### src/hdl/icache_pkg.sv
`default_nettype none

package icache_pkg;

    // cache geometry
    localparam int INDEX_W  = 6;    // 64 sets
    localparam int OFFSET_W = 6;    // 64-byte lines
    localparam int TAG_W    = 32 - INDEX_W - OFFSET_W;
    localparam int SET_NUM  = 1 << INDEX_W;
    localparam int LINE_W   = (1 << OFFSET_W) * 8;
    localparam int FETCH_W  = 64;   // two instructions per fetch
    localparam int WAY_NUM  = 2;

    // andi r0, r0, 0
    localparam logic [31:0] INST_NOP = 32'h0340_0000;

    // controller states
    typedef enum logic [1:0] {
        IDLE   = 2'd0,
        LOOKUP = 2'd1,
        MISS   = 2'd2,
        REFILL = 2'd3
    } cache_state_t;

    // exception code returned with a fetch
    typedef enum logic [6:0] {
        EXC_NONE = 7'h00,
        EXC_ADEF = 7'h08    // fetch address not word aligned
    } exc_t;

    // pipeline request
    typedef struct packed {
        logic [31:0] addr;
    } fetch_req_t;

    // response to the pipeline
    typedef struct packed {
        logic [31:0]        pc;
        logic [FETCH_W-1:0] data;
        exc_t               exc;
    } fetch_resp_t;

    // one tag entry of a way
    typedef struct packed {
        logic             valid;
        logic [TAG_W-1:0] tag;
    } tagv_t;

endpackage

`default_nettype wire

### src/hdl/icache_ctrl.sv
`default_nettype none

module icache_ctrl
    import icache_pkg::*;
(
    input  wire logic                            clk,
    input  wire logic                            rstn,
    // pipeline side
    input  wire logic                            i_req_valid,
    input  wire fetch_req_t                      i_req,
    output logic                                 o_req_ready,
    output logic                                 o_resp_valid,
    output fetch_resp_t                          o_resp,
    // way storage
    output logic [INDEX_W-1:0]                   o_rd_index,
    output logic [INDEX_W-1:0]                   o_wr_index,
    output logic [WAY_NUM-1:0]                   o_way_we,
    output logic [TAG_W-1:0]                     o_wr_tag,
    input  wire tagv_t [WAY_NUM-1:0]             i_way_tagv,
    input  wire logic [WAY_NUM-1:0][LINE_W-1:0]  i_way_line,
    // refill unit
    output logic                                 o_fill_start,
    output logic [31:0]                          o_fill_addr,
    input  wire logic                            i_fill_done,
    input  wire logic [LINE_W-1:0]               i_fill_line
);

    cache_state_t state, next_state;

    fetch_req_t         req_buf;    // request under lookup or refill
    logic               accept;

    logic [INDEX_W-1:0] req_index;
    logic [TAG_W-1:0]   req_tag;
    logic [2:0]         req_word;   // which 64-bit pair in the line
    logic               fault;

    logic [WAY_NUM-1:0] hit;
    logic               cache_hit;
    logic               hit_way;

    logic [SET_NUM-1:0] lru;        // per set: way to replace next
    logic               victim;

    logic [LINE_W-1:0]  sel_line;
    logic [FETCH_W-1:0] sel_pair;

    // request buffer fields
    assign req_index = req_buf.addr[OFFSET_W +: INDEX_W];
    assign req_tag   = req_buf.addr[OFFSET_W + INDEX_W +: TAG_W];
    assign req_word  = req_buf.addr[OFFSET_W-1:3];
    assign fault     = (req_buf.addr[1:0] != 2'b00);

    // tag compare on the registered way outputs
    always_comb begin
        for (int w = 0; w < WAY_NUM; w++) begin
            hit[w] = i_way_tagv[w].valid && (i_way_tagv[w].tag == req_tag);
        end
    end

    assign cache_hit = |hit;
    assign hit_way   = hit[1];      // only meaningful with cache_hit
    assign victim    = lru[req_index];

    // handshake with the pipeline
    always_comb begin
        unique case (state)
            IDLE:    o_req_ready = 1'b1;
            LOOKUP:  o_req_ready = fault || cache_hit;
            MISS:    o_req_ready = 1'b0;
            REFILL:  o_req_ready = 1'b1;
            default: o_req_ready = 1'b0;
        endcase
    end

    assign accept = i_req_valid && o_req_ready;

    always_ff @(posedge clk) begin
        if (accept) begin
            req_buf <= i_req;
        end
    end

    always_ff @(posedge clk) begin
        if (!rstn) begin
            state <= IDLE;
        end else begin
            state <= next_state;
        end
    end

    always_comb begin
        next_state = state;
        unique case (state)
            IDLE: begin
                if (accept) next_state = LOOKUP;
            end
            LOOKUP: begin
                if (fault || cache_hit) begin
                    next_state = accept ? LOOKUP : IDLE;
                end else begin
                    next_state = MISS;
                end
            end
            MISS: begin
                if (i_fill_done) next_state = REFILL;   // mem stall just stretches this
            end
            REFILL: begin
                next_state = accept ? LOOKUP : IDLE;
            end
            default: next_state = IDLE;
        endcase
    end

    // miss request, issued once on leaving LOOKUP
    assign o_fill_start = (state == LOOKUP) && !fault && !cache_hit;
    assign o_fill_addr  = {req_buf.addr[31:OFFSET_W], {OFFSET_W{1'b0}}};

    // ram read index comes straight from the incoming request
    assign o_rd_index = i_req.addr[OFFSET_W +: INDEX_W];
    assign o_wr_index = req_index;
    assign o_wr_tag   = req_tag;

    always_comb begin
        o_way_we = '0;
        if (state == REFILL) begin
            o_way_we[victim] = 1'b1;
        end
    end

    // lru update: the way just used is kept, the other one goes next
    always_ff @(posedge clk) begin
        if (!rstn) begin
            lru <= '0;
        end else if (state == LOOKUP && !fault && cache_hit) begin
            lru[req_index] <= ~hit_way;
        end else if (state == REFILL) begin
            lru[req_index] <= ~victim;
        end
    end

    // word select from the hit way or the refill buffer
    assign sel_line = (state == REFILL) ? i_fill_line : i_way_line[hit_way];
    assign sel_pair = sel_line[req_word * FETCH_W +: FETCH_W];

    assign o_resp_valid = ((state == LOOKUP) && (fault || cache_hit)) || (state == REFILL);

    always_comb begin
        o_resp.pc = req_buf.addr;
        if (fault) begin
            o_resp.data = {INST_NOP, INST_NOP};
            o_resp.exc  = EXC_ADEF;
        end else begin
            o_resp.data = sel_pair;
            o_resp.exc  = EXC_NONE;
        end
    end

endmodule

`default_nettype wire

### config.mk
export PLATFORM = sky130hd
export DESIGN_NAME = icache_ctrl
export DESIGN_NICKNAME = d
export VERILOG_FILES = /design/src/hdl/icache_pkg.sv /design/src/hdl/icache_ctrl.sv
export SDC_FILE = /design/constraint.sdc
export NUM_CORES = 1
export LEC_CHECK = 0
export BUFFER_PORTS_ARGS = -buffer_cell sky130_fd_sc_hd__buf_2
export CAP_MARGIN = 20
export CORE_AREA = 10 10 693 695
export DETAILED_ROUTE_END_ITERATION = 16
export DIE_AREA = 0 0 703 705
export GPL_TIMING_DRIVEN = 0
export SETUP_SLACK_MARGIN = 0.02
export SLEW_MARGIN = 0
export SYNTH_ARGS = -nofsm -noshare
export SYNTH_HDL_FRONTEND = slang
export SYNTH_SLANG_ARGS = --single-unit
### constraint.sdc
create_clock -name clk -period 5 [get_ports clk]
set_input_delay 0.5 -clock clk [delete_from_list [all_inputs] [get_ports clk]]
set_output_delay 0.5 -clock clk [all_outputs]
set_load 0.02 [all_outputs]
-- Word-level counts from Yosys, hierarchy flattened
Index checks and enable logic that the tools add are counted.
- $lt $le $gt $ge: 5
- equal/unequal tests: 7
- shift-type cells: 1
- mux-type cells: 21
- bitwise logic cells: 2
- reductions and logical operators: 19
- operators by type and width (kind ; count):
    $mux 512 ; 3
    $shiftx 512x10->64 ; 1
    $bwmux 64 ; 2
    $mux 64 ; 2
    $mux 71 ; 1
    $eq 20x20->1 ; 2
    $logic_and 1x1->1 ; 9
    $mux 2 ; 4
    $pmux 2 s4 ; 1
    $lt 6x7->1 const B ; 1
    $bmux 1 s6 ; 1
    $demux 1 s6 ; 1
    $ge 6x1->1 const B ; 1
    $eq 2x2->1 const B ; 2
    $lt 1x2->1 const B ; 2
    $mux 1 ; 4
    $ne 2x2->1 const B ; 2
    $reduce_bool 2->1 ; 2
    $reduce_or 2->1 ; 2
    $pmux 1 s3 ; 1
    $eq 2x1->1 const B ; 1
    $logic_not 1->1 ; 2
    $logic_not 2->1 ; 1
    $logic_or 1x1->1 ; 2
    other kinds (4) ; 5
- bits in registers: 98
- bits of input ports: 1614
- output and inout port bits: 172
- logic and storage cells: 58

-- Longest topological paths before layout
- depth in word-level cells: 9
- mapped depth: 12
- gate-level depth less buffers: 7

-- Worst setup path after synthesis
OpenSTA, ideal clock, no wires.
- path kind: reg-to-output
- from: reg req_buf[30] (netlist bit)
- to: out o_resp[26] (netlist bit)
- data arrival time: 3.073 ns
- required time: 4.500 ns
- slack: 1.427 ns
- stages on the path, launching flop included: 11
- path buffers: 3
- path through: edfxtp_1 > xnor2_1 > nand4_1 > nor4_4 > buf_2 > buf_2 > buf_1 > nand3_1 > a311oi_1 > a211oi_1 > nor4_1
- RTL lines (item ; RTL line ; source):
    start, declared ; icache_ctrl.sv:30 ; fetch_req_t req_buf;
    start signal, assigned ; icache_ctrl.sv:80 ; req_buf <= i_req;
    end, declared ; icache_ctrl.sv:13 ; output fetch_resp_t o_resp,

==> results.json <==
{
  "cts_buffer_depth": 2,
  "setup.worst_path.end": "o_resp[35]",
  "synth_edf_count": 32,
  "gp_congestion": 0.9700,
  "leakage_nw": 15.82,
  "start_util": 0.04513,
  "htree_levels": 3,
  "reg2reg_slack_ns": 0.94,
  "violations": "negative setup slack",
  "maxSlewViolCount": 0,
  "setup_viol": 1,
  "grt_pass1_wl_um": 688100,
  "synthArstFlopShare": 0,
  "wl_per_cell_um": 50.89,
  "grt_pass1_vias": 38231,
  "wl_met2_um": 268400,
  "dieArea_sq_um": 495600,
  "finalWirelength_um": 603600,
  "dr_wl_met3_um": 77260,
  "postCtsHoldBufs": 0,
  "drive_gt1_frac": 0.5085,
  "die_h_um": 705,
  "syn_area_per_cell_sq_um": 6.712,
  "ys_types": 65,
  "rsz0062_at_grt": "yes",
  "seq_area_frac_synth": 0.1085,
  "cpPeakStageDelay_ns": 0.67,
  "synthToLayoutAreaGrowth_pct": 111.4,
  "cp_num_cells": 12,
  "yosysTopAreaCell": "o21ai_0",
  "fp.dieW_um": 703,
  "outcome": "finished with violations",
  "end_kind": "primary output",
  "path_delay_family": "compound AO/OA/AOI/OAI gates",
  "ios": 1786,
  "worstRegToRegCells": 10,
  "critPathArrivalTime_ns": 4.54,
  "met1_length_um": 228700,
  "netlist_instances": 3134,
  "grt_max_degree": 31,
  "setup_ws_ns": -0.03541,
  "vdd_drop_max_mv": 0.6100,
  "ant_nets": 0,
  "fillers": 55209,
  "ys.warnings.count": 0,
  "slowest_stage": "a221oi_2",
  "tightest_slew_ns": 1.232,
  "cts_sinks": 98,
  "synth-main-ff-cell": "dfxtp_1",
  "final-hold-violation-count": 0,
  "cp.required_ns": 4.50,
  "antenna_found_initial": 929,
  "clk_pin_slew_ns": 0.10,
  "fin_tns_setup_ns": -0.03541,
  "drt-initial-drc-count": 5324,
  "portBuffers": 1773,
  "nets": 6702,
  "cts-buffers-inserted": 9,
  "p_per_area_nw_per_um2": 144.1,
  "r2r_end": "lru[14]",
  "fin_crit_sh": 1.007,
  "vias": 44092,
  "fin_crit_ns": 5.035,
  "design_area_sq_um": 44480,
  "cts_tree": "done",
  "drv_cap": 0,
  "first_pass_iters": 6,
  "cp-startpoint": "req_buf[17]",
  "cts-root-buf": "clkbuf_16",
  "clock_skew_ns": 0.02729,
  "crit_path_start_kind": "flip-flop",
  "crit_chain": "buf_12 > xnor2_1 > nand4_1 > or4_4 > buf_8 > clkbuf_4 > clkbuf_2 > o21ai_1 > a31oi_1 > a221oi_2 > a211oi_1 > buf_2",
  "synthTopCellsByArea": "o21ai_0, nand3_1, o2bb2ai_1, a31oi_1, dfxtp_1",
  "drc": 0,
  "netlist_area_sq_um": 21030,
  "placed_cell_area_sq_um": 39700,
  "path_class": "flip-flop to primary output",
  "gr-usage-all-layers": 0.2305,
  "max_freq_mhz": 198.6,
  "ys_ff_latch": 98,
  "clk_latency_ns": 0.42,
  "gr-total-overflow": 0,
  "max_slew_margin": 0.1748,
  "holdCritPathClass": "input pin to flip-flop",
  "path_max_fanout": 10,
  "cp.buffers_inverters": 5,
  "viasPerCell": 3.717,
  "routed.top_layer": "met5",
  "floorplan.rows": 251,
  "core_area_sq_um": 466100,
  "place_hpwl_um": 560500,
  "r2r_start": "req_buf[26]",
  "synth_top_area_frac": 0.1175
}
[stage by stage]
step / power (mW) / utilization / setup slack [ns] / instances / hold slack, ns
global placement: 5.139 / 0.08090 / -4.973 / 11116 / 0.4503
global route: 6.616 / 0.09422 / -0.02425 / 11636 / 0.2584
detailed placement: 5.360 / 0.08518 / -2.323 / 11222 / 0.4558
floorplan: 2.309 / - / 1.427 / 3145 / 0.4353
finish: 6.408 / 0.09543 / -0.03541 / 11861 / 0.2584
CTS: 6.486 / 0.09125 / -0.009089 / 11283 / 0.2326
[routing by layer]
layer	global-route usage	vias up
li1	-	16845
met1	0.2673	21153
met2	0.3724	4015
met3	0.1142	1559
met4	0.06735	520
met5	0	-
[where the power goes]
group	switching [mW]	total, mW	internal (mW)
Clock	0.442	0.808	0.365
Combinational	3.10	4.68	1.59
Sequential	0.0501	0.917	0.867
Total	3.59	6.41	2.82
[cells in the mapped netlist (3+ instances only)]
cell       instances
o21ai_0          494
nand3_1          442
clkbuf_1         330
a31oi_1          251
o2bb2ai_1        188
nor2_1           130
a311oi_1         125
a211oi_1         115
a21oi_1          108
inv_1             82
nand2b_1          76
buf_4             74
nand2_1           74
dfxtp_1           66
buf_2             59
mux4_2            58
o31ai_1           46
mux2i_1           44
o311ai_0          41
buf_1             38
edfxtp_1          32
a221oi_1          30
xor2_1            22
xnor2_1           18
mux2_2            17
nor3_1            16
a22oi_1           14
o21ai_1           14
a31o_2            13
nor4_1            13
o221a_2           12
nand4_1            7
o22ai_1            7
nand3b_1           6
nand4b_1           6
o21a_1             6
a221o_1            5
ha_1               5
o211ai_1           5
and2_1             4
and3_1             4
nor2b_1            4
or2_2              3
[state kept, by name, indices dropped and copies added, names as in the netlist, named ones only]
name,flops
req_buf,32
state,1
lru,64
[kinds of logic (layout without fill, tap and decap cells)]
logic type | after synthesis | after routing | share of synthesized area
compound gates | 1484 | 1484 | 0.4684
xor+xnor | 40 | 40 | 0.01666
fa+ha+maj | 5 | 5 | 0.002974
buf+inv | 586 | 2529 | 0.1213
flops | 98 | 98 | 0.1085
mux | 119 | 119 | 0.09214
other cells | 1 | 587 | 0.0001783
simple gates | 801 | 801 | 0.1899
[worst min-delay path by stage]
| stage | from | to | depth (start not counted) |
|---|---|---|---|
| 6_report | i_req[5] | req_buf[5] | 1 |
| 3_5_place_dp | lru[52] | lru[52] | 2 |
| 3_3_place_gp | lru[40] | lru[40] | 2 |
| 4_1_cts | i_req[5] | req_buf[5] | 1 |
| 2_1_floorplan | lru[28] | lru[28] | 2 |
| 5_1_grt | i_req[5] | req_buf[5] | 1 |
[timing repair]
item | in CTS | in global routing
pin swaps | 29 | 16
resized for setup | 527 | 123
gates cloned | 1 | 0
endpoints found under the setup margin | 164 | 56
buffers inserted | 45 | 0
[layout make-up]
cell class | instances | area, sq um | share of cell area
flip-flops and latches | 98 | 2282 | 0.05131
inverters | 85 | 319.1 | 0.007174
well taps | 6198 | 7755 | 0.1744
repair buffers | 1929 | 11380 | 0.2558
plain buffers | 499 | 2950 | 0.06634
clock buffers | 10 | 239.0 | 0.005373
clock inverters | 6 | 56.30 | 0.001266
diodes | 575 | 1439 | 0.03235
multi-input cells | 2461 | 18060 | 0.4060
[cells in the final DEF, fill, tap and decap left out, drive strengths merged, types with 88 or more instances in the layout]
| cell type | instances |
|---|---|
| buf | 2097 |
| diode | 575 |
| o21ai | 508 |
| nand3 | 442 |
| clkbuf | 341 |
| a31oi | 251 |
| o2bb2ai | 188 |
| nor2 | 130 |
| a311oi | 125 |
| a211oi | 115 |
| a21oi | 108 |
| inv | 88 |
[worst register-to-register path: stages, from the launching register on]
cell and delay [ns]:
edfxtp_1 0.42, buf_12 0.16, buf_4 0.18, xor2_1 0.15, nor4_1 0.45, nand4_1 0.54
o22ai_2 0.75, a31oi_1 0.37, clkbuf_1 0.36, o311ai_0 0.44, o31ai_1 0.12
No activity file was read; power rests on OpenSTA's default activity.
