==> src/hdl/icache_pkg.sv <==
`default_nettype none

package icache_pkg;

    // cache geometry
    localparam int INDEX_W  = 6;    // 64 sets
    localparam int OFFSET_W = 6;    // 64-byte lines
    localparam int TAG_W    = 32 - INDEX_W - OFFSET_W;
    localparam int SET_NUM  = 1 << INDEX_W;
    localparam int LINE_W   = (1 << OFFSET_W) * 8;
    localparam int FETCH_W  = 64;   // two instructions per fetch
    localparam int WAY_NUM  = 2;

    // andi r0, r0, 0
    localparam logic [31:0] INST_NOP = 32'h0340_0000;

    // controller states
    typedef enum logic [1:0] {
        IDLE   = 2'd0,
        LOOKUP = 2'd1,
        MISS   = 2'd2,
        REFILL = 2'd3
    } cache_state_t;

    // exception code returned with a fetch
    typedef enum logic [6:0] {
        EXC_NONE = 7'h00,
        EXC_ADEF = 7'h08    // fetch address not word aligned
    } exc_t;

    // pipeline request
    typedef struct packed {
        logic [31:0] addr;
    } fetch_req_t;

    // response to the pipeline
    typedef struct packed {
        logic [31:0]        pc;
        logic [FETCH_W-1:0] data;
        exc_t               exc;
    } fetch_resp_t;

    // one tag entry of a way
    typedef struct packed {
        logic             valid;
        logic [TAG_W-1:0] tag;
    } tagv_t;

endpackage

`default_nettype wire

==> src/hdl/icache_refill.sv <==
`default_nettype none

module icache_refill
    import icache_pkg::*;
(
    input  wire logic              clk,
    input  wire logic              rstn,
    // from the controller
    input  wire logic              i_fill_start,
    input  wire logic [31:0]       i_fill_addr,
    // memory side
    output logic                   o_mem_valid,
    output logic [31:0]            o_mem_addr,
    input  wire logic              i_mem_ready,
    input  wire logic [LINE_W-1:0] i_mem_line,
    // back to the controller
    output logic                   o_fill_done,
    output logic [LINE_W-1:0]      o_fill_line
);

    logic              mem_fire;
    logic [LINE_W-1:0] ret_buf;     // return buffer

    assign mem_fire = o_mem_valid && i_mem_ready;

    // request stays up until memory takes it
    always_ff @(posedge clk) begin
        if (!rstn) begin
            o_mem_valid <= 1'b0;
        end else if (i_fill_start) begin
            o_mem_valid <= 1'b1;
        end else if (mem_fire) begin
            o_mem_valid <= 1'b0;
        end
    end

    // line address held while the request is pending
    always_ff @(posedge clk) begin
        if (i_fill_start) begin
            o_mem_addr <= {i_fill_addr[31:OFFSET_W], {OFFSET_W{1'b0}}};
        end
    end

    // line arrives with ready
    always_ff @(posedge clk) begin
        if (mem_fire) begin
            ret_buf <= i_mem_line;
        end
    end

    always_ff @(posedge clk) begin
        if (!rstn) begin
            o_fill_done <= 1'b0;
        end else begin
            o_fill_done <= mem_fire;    // one cycle after ready
        end
    end

    assign o_fill_line = ret_buf;   // stable until the next miss returns

endmodule

`default_nettype wire

==> config.mk <==
export PLATFORM = sky130hd
export DESIGN_NAME = icache_refill
export DESIGN_NICKNAME = d
export VERILOG_FILES = /design/src/hdl/icache_pkg.sv /design/src/hdl/icache_refill.sv
export SDC_FILE = /design/constraint.sdc
export NUM_CORES = 1
export LEC_CHECK = 0
export ABC_AREA = 0
export BUFFER_PORTS_ARGS = -buffer_cell sky130_fd_sc_hd__buf_2
export CELL_PAD_IN_SITES_DETAIL_PLACEMENT = 0
export CELL_PAD_IN_SITES_GLOBAL_PLACEMENT = 1
export CORE_AREA = 3 3 430 432
export CTS_CLUSTER_SIZE = 8
export DETAILED_ROUTE_END_ITERATION = 8
export DIE_AREA = 0 0 433 435
export PLACE_DENSITY_LB_ADDON = 0.25
export SETUP_SLACK_MARGIN = 0.2
export SLEW_MARGIN = 5
export SYNTH_ARGS = -nofsm -noshare
export SYNTH_HDL_FRONTEND = slang
export SYNTH_SLANG_ARGS = --single-unit
==> constraint.sdc <==
create_clock -name clk -period 10.6 [get_ports clk]
set_clock_uncertainty 0.05 [all_clocks]
set_input_delay 1.06 -clock clk [delete_from_list [all_inputs] [get_ports clk]]
set_output_delay 1.06 -clock clk [all_outputs]
set_load 0.01 [all_outputs]
## Word-level counts from Yosys, hierarchy flattened

Cells that the tools add are included.

| word-level totals | value |
|---|---|
| register bits | 540 |
| input bits | 548 |

| cells by class | value |
|---|---|
| multiplexer cells | 2 |
| reductions and logical operators | 2 |

Operators by type and width:

| operator | number |
|---|---|
| two-way mux 1 bit | 2 |
| nonzero test 2 bit | 1 |
| logical AND 1 bit | 1 |

## Depth between registers and ports, before layout

Gate-level depths: netlist (run 1).

| depth | value |
|---|---|
| depth after elaboration | 3 |
| mapped depth | 2 |
| gate-level depth less buffers | 2 |

## Least setup slack after synthesis (run 1)

OpenSTA, ideal clock, no wires.

| path | value |
|---|---|
| kind | input -> register |
| start point | input i_mem_ready |
| end point | register ret_buf[0], in the netlist o_fill_line[0], enable pin |
| data arrival time | 7.121 ns |
| data required time | 9.888 ns |
| path slack | 2.766 ns |
| stages | 1 |
| buffers on the path | 0 |
| cells stage by stage | and2_2 |

| between the ends | value |
|---|---|
| longest elaborated chain between the ends | 1 |

Ends and longest elaborated chain:

| element | RTL line | text |
|---|---|---|
| start, declared | icache_refill.sv:14 | `input wire logic i_mem_ready,` |
| logical AND 1 bit | icache_refill.sv:24 | `assign mem_fire = o_mem_valid && i_mem_ready;` |
| end signal, assigned | icache_refill.sv:47 | `ret_buf <= i_mem_line;` |
| end, declared | icache_refill.sv:22 | `logic [LINE_W-1:0] ret_buf;` |

No other way between the ends.
A chain may end at the register's enable or synchronous reset.

## Final worst setup path (run 1)

| path | value |
|---|---|
| start point | input i_mem_ready |
| end point | register ret_buf[450], in the netlist o_fill_line[450], enable pin |

| between the ends | value |
|---|---|
| longest elaborated chain between the ends | 1 |

Ends and longest elaborated chain:

| element | RTL line | text |
|---|---|---|
| logical AND 1 bit | icache_refill.sv:24 |  |
| named net mem_fire | icache_refill.sv:21 | `logic mem_fire;` |

The timed path passes the listed nets, and every way through them passes these cells.

==> results of run 1 <==
==> through the flow <==
step                      area [um2]  setup slack [ps]  utilization [%]  hold slack, ps
after floorplan                16300              2770                -             501
after global placement         24700              7020             13.6             476
after detailed placement       24700              6970             13.6             474
after CTS                      27000              7760             14.9             367
after global routing           27000              7570             14.9             409
final                          27100              7680             15.0             490
==> sequential cells by signal (all words and copies together) (netlist names) <==
signal,flops
o_fill_line,512
o_mem_addr,26
o_mem_valid,1
o_fill_done,1
==> final cells by class <==
cell class,count,share of cell area (%)
flip-flops and latches,540,59.8
multi-input cells,10,0.194
clock buffers,104,8.04
well taps,2370,10.9
repair buffers,1087,20.2
diodes,28,0.259
clock inverters,13,0.527
==> final timing paths <==
check             slack (ps)  depth (start not counted)          endpoint
hold reg to reg          490                          1       o_fill_done
setup / recovery        7680                          4  o_fill_line[450]
hold / removal           490                          1       o_fill_done
setup reg to reg        7820                          3  o_fill_line[450]
==> cell families (layout without fill, tap and decap cells) <==
kind of cell           count (synthesis)  in the layout
AOI/OAI and AO/OA                      1              1
buffers and inverters                  6           1204
DFF                                  540            540
other                                  1             34
and+or+nand+nor                        3              3
==> report_power, final <==
part           internal, uW  leakage, uW  switching (uW)
registers              2450      0.00499            27.5
logic                   116      0.00433             181
clock network          1450      0.00112            1010
total                  4010       0.0104            1220
==> critical path, stage by stage <==
cell and delay, ps:
buf_2 110, and2_4 360, buf_4 570, buf_12 700
==> cell usage in the layout, fill, tap and decap left out, types with 2 or more instances in the layout <==
cell type and n:
conb_1 6, clkinvlp_4 2, clkbuf_16 84, buf_2 1081, clkinv_2 3, buf_12 2, dfxtp_1 2, clkbuf_1 20
clkinv_8 2, buf_4 4, diode_2 28, clkinv_1 3, edfxtp_1 538
==> per-layer routing <==
| layer | GRT usage [%] | routed length [um] |
|---|---|---|
| met1 | 11.5 | 38200 |
| met2 | 19.2 | 53700 |
| met3 | 5.93 | 13400 |
| met4 | 4.41 | 4410 |
| met5 | 0 | 54 |
==> results.json, run 1 <==
{
  "status": "completed",
  "die_w_um": 433,
  "grt_pass1_vias": 11400,
  "hold_buffers": 0,
  "rows": 156,
  "io_pins": 1094,
  "synth_enable_flop_cells": 538,
  "cts_made_buffers": 82,
  "startpoint_type": "input pin",
  "fillers": 20100,
  "ys_seq_area_share_pct": 99.5,
  "arrival_ps": 3140,
  "max-slew-margin-rel_pct": 29.4,
  "synth-main-ff-cell": "edfxtp_1",
  "vias": 11200,
  "vdd_drop_max_mv": 0.108,
  "syn_avg_cell_area_um2": 29.5,
  "synthTopCellsByArea": "edfxtp_1 (99%), buf_4 (0.28%), dfxtp_1 (0.25%)",
  "r2r_start": "o_mem_valid",
  "grt_max_degree": 168,
  "worstMarginPinSlew_ps": 1060,
  "grt_pass1_wl_um": 133000,
  "hold_start": "o_mem_valid",
  "cts_buffer_depth": 3,
  "p_total_uw": 5230,
  "wire_per_inst_um": 26.5,
  "synth_top_family_by_area": "buffers and inverters",
  "finalSetupViolCount": 0,
  "route.detailed.drc": 0,
  "p_leak_uw": 0.0104,
  "power_density_nw_per_um2": 193,
  "root_buffer": "clkbuf_16",
  "start_util_pct": 8.99,
  "antenna_found_initial": 148,
  "clkLatencyLatePin_ps": 670,
  "end_kind": "flip-flop",
  "dp_cells": 4007,
  "instances_no_fill": 4152,
  "synthTopCellsByCount": "edfxtp_1 (538), buf_4 (6), dfxtp_1 (2)",
  "overflow": 0,
  "clk_pin_slew_worst_paths_ps": 50,
  "synth_cell_type_count": 8,
  "yosysTopAreaCellShare_pct": 99.3,
  "syn-instance-count": 551,
  "synthXorXnorAreaFrac_pct": 0,
  "hold_viol": 0,
  "synthMuxAreaShare_pct": 0,
  "nets": 2269,
  "htree_levels": 3,
  "area_delta_synth_final_pct": 66.4,
  "syn_area_um2": 16300,
  "synth_fa_ha_area_share_pct": 0,
  "synth_compound_area_share_pct": 0.0461,
  "dieHeight_um": 435,
  "io_buffer_count": 1081,
  "critPathKind": "input pin to flip-flop",
  "postCtsResizedCells": 0,
  "dr.pass1.iters": 4,
  "startpoint": "i_mem_ready",
  "core_um2": 181000,
  "multiInputGateArea_um2": 52.6,
  "finalMaxSlewViolations": 0,
  "setup_tns_ps": 0,
  "fp.dieArea_um2": 188000,
  "period_needed_ps": 2920,
  "layout.area.seq_um2": 16200,
  "layout-drive-gt1-share_pct": 67.4,
  "clkSinkCount": 540,
  "fmax_mhz": 342,
  "ys_warn_count": 0,
  "finalCritPeriodShare_pct": 27.6,
  "routed_via_density": 2.70,
  "place_congestion": 0.822,
  "hp-class": "flip-flop to flip-flop",
  "grtUsageTotal_pct": 11.2,
  "synth-seq-cells": 540,
  "crit_required_ps": 10820,
  "antenna_left": 0,
  "cap_violations": 0,
  "cts_tree": "built",
  "rsz0062_at_grt": "false",
  "yosys.area_share.simple_pct": 0.131,
  "async_flop_share_pct": 0,
  "postCtsSetupBuffers": 0,
  "cp_max_fo": 167,
  "yosysTopAreaCell": "edfxtp_1",
  "wl_um": 110000,
  "dpl.hpwl_um": 92600,
  "drt-initial-drc-count": 652,
  "yosysMostFrequentCell": "edfxtp_1"
}
Note: power is estimated with default switching activity, not from simulation.
==> inputs of run 2 (changes only) <==
ABC_AREA = 1   (was 0)
CORE_AREA = 3 3 425 427   (was 3 3 430 432)
DIE_AREA = 0 0 428 430   (was 0 0 433 435)
clock period = 2.4 ns   (was 10.6 ns; I/O delays follow)
==> results.json, run 2 <==
{
  "clk_pin_slew_worst_paths_ps": 50,
  "finalCritPeriodShare_pct": 73.2,
  "p_int_uw": 18500,
  "hold_buffers": 542,
  "grt_pass1_wl_um": 141000,
  "fp.dieArea_um2": 184000,
  "io_buffer_count": 1081,
  "multiInputGateArea_um2": 45.0,
  "hold_viol": 0,
  "htree_levels": 3,
  "ys_seq_area_share_pct": 99.5,
  "drt-initial-drc-count": 758,
  "syn_area_um2": 16300,
  "cts_tree": "built",
  "final_area_um2": 32700,
  "vias": 13100,
  "startpoint_type": "flip-flop",
  "finalSetupViolCount": 0,
  "core_um2": 176000,
  "dpl.hpwl_um": 92000,
  "critPathKind": "flip-flop to output port",
  "ys_warn_count": 0,
  "rows": 154,
  "instances_no_fill": 4655,
  "hold_depth": 2,
  "rsz0062_at_grt": "false",
  "area_delta_synth_final_pct": 101,
  "cp_max_fo": 1,
  "async_flop_share_pct": 0,
  "path_cells": "buf_2",
  "postCtsSetupBuffers": 0,
  "clock_power_share_pct": 45.8,
  "antenna_left": 0,
  "wire_per_inst_um": 23.9,
  "clkLatencyLatePin_ps": 690,
  "status": "completed",
  "vdd_drop_max_mv": 0.512,
  "yosysMostFrequentCell": "edfxtp_1",
  "synth_enable_flop_cells": 538,
  "wl_um": 111000,
  "mostFrequentLayoutCells": "buf_2 (1081), dlygate4sd3_1 (542), edfxtp_1 (538)",
  "p_leak_uw": 0.0128,
  "final_util_pct": 18.5,
  "seqPwrFrac_pct": 45.2,
  "crit_required_ps": 2110,
  "fillers": 19400,
  "largest_register_ffs": 512,
  "grt_max_degree": 65,
  "p_total_uw": 24200,
  "postCtsResizedCells": 0,
  "synthTopCellsByCount": "edfxtp_1 (538), buf_4 (6), inv_1 (4), dfxtp_1 (2), nand2_1 (2)",
  "fmax_mhz": 569,
  "die_w_um": 428,
  "rr_worst_depth": 4,
  "dr.pass1.iters": 4,
  "switching_share_pct": 23.8,
  "layout-drive-gt1-share_pct": 52.1,
  "cts_made_buffers": 82,
  "path_depth": 1,
  "cp_slowest_cell": "edfxtp_1",
  "critPathBufInv": 1,
  "hp-class": "input pin to flip-flop",
  "cts_buffer_depth": 3,
  "place_congestion": 0.814,
  "route.detailed.drc": 0,
  "synthTopCellsByArea": "edfxtp_1 (99%), buf_4 (0.28%), dfxtp_1 (0.25%)",
  "finalMaxSlewViolations": 0,
  "io_pins": 1094,
  "yosysTopAreaCellShare_pct": 99.2,
  "arrival_ps": 1470,
  "overflow": 0,
  "grtUsageTotal_pct": 11.7,
  "synth-main-ff-cell": "edfxtp_1",
  "synth-seq-cells": 540,
  "p_sw_uw": 5770,
  "holdWs_ps": 206,
  "root_buffer": "clkbuf_16",
  "syn-instance-count": 555,
  "layout.area.seq_um2": 16200,
  "start_util_pct": 9.22,
  "critPathTopFamily": "flip-flops",
  "pwr-share-comb_pct": 9.0,
  "cap_violations": 0,
  "yosysTopAreaCell": "edfxtp_1",
  "post_dp_cell_area_um2": 24900,
  "dp_cells": 3994,
  "syn_avg_cell_area_um2": 29.3,
  "max_stage_delay_ps": 570,
  "routed_via_density": 2.82,
  "antenna_found_initial": 77,
  "clkSinkCount": 540,
  "power_density_nw_per_um2": 741,
  "synth_cell_type_count": 8,
  "nets": 2828,
  "grt_pass1_vias": 14200,
  "layout_commonest_cell": "buf_2",
  "dieHeight_um": 430,
  "period_needed_ps": 1760,
  "end_kind": "output port"
}
==> run 2: changes by cell type after synthesis, sizes merged <==
| cell | change |
|---|---|
| a21oi | +1 |
| nand2 | +2 |
| and2 | -1 |
| and3 | -1 |
| inv | +4 |
| o21a | -1 |
| nor2 | +1 |
| nor2b | -1 |
==> run 2: layer usage <==
metal	global-route usage (%)	vias up	wire length, um
li1	-	5711	-
met4	3.02	2	2840
met2	20.2	696	55400
met5	0	-	13
met1	13.2	6516	42700
met3	5.03	200	10400
==> run 2: area by class of cell <==
| cell class | count | share of cell area, % |
|---|---|---|
| Antenna cell | 8 | 0.0612 |
| Clock buffer | 96 | 6.50 |
| Clock inverter | 15 | 0.731 |
| Inverter | 4 | 0.0574 |
| Multi-Input combinational cell | 10 | 0.138 |
| Sequential cell | 540 | 49.5 |
| Tap cell | 2340 | 8.95 |
| Timing Repair Buffer | 1642 | 34.0 |
==> run 2: path summary, 6_finish.rpt <==
path	startpoint	end	slack, ps
setup reg to reg	o_mem_valid	o_fill_line[417]	740
setup / recovery	o_fill_line[33]	o_fill_line[33]	640
hold reg to reg	o_mem_valid	o_fill_done	530
hold / removal	i_mem_line[109]	o_fill_line[109]	210
==> run 2: kinds of logic (layout without fill, tap and decap cells) <==
group,count (synthesis),in the layout,synth area share (%)
flops,540,540,99.5
compound gates,1,1,0.0538
simple gates,3,3,0.0692
other cells,1,14,0.0230
buf+inv,10,1757,0.369
==> run 2: metrics by stage <==
step                worst slack, ps  setup TNS [ps]
floorplan                     -6150        -3150820
global placement                639               0
detailed placement              648               0
CTS                             508               0
global route                    514               0
finish                          643               0
==> run 2: power by group through the flow <==
stage          clock network, uW  logic (uW)  registers, uW
6_report                   11100        2180          10900
5_1_grt                    12000        2350          11000
4_1_cts                    11700        2250          11000
3_5_place_dp                   0        1410          11100
3_3_place_gp                   0        1420          11100
2_1_floorplan                  0         120          11400
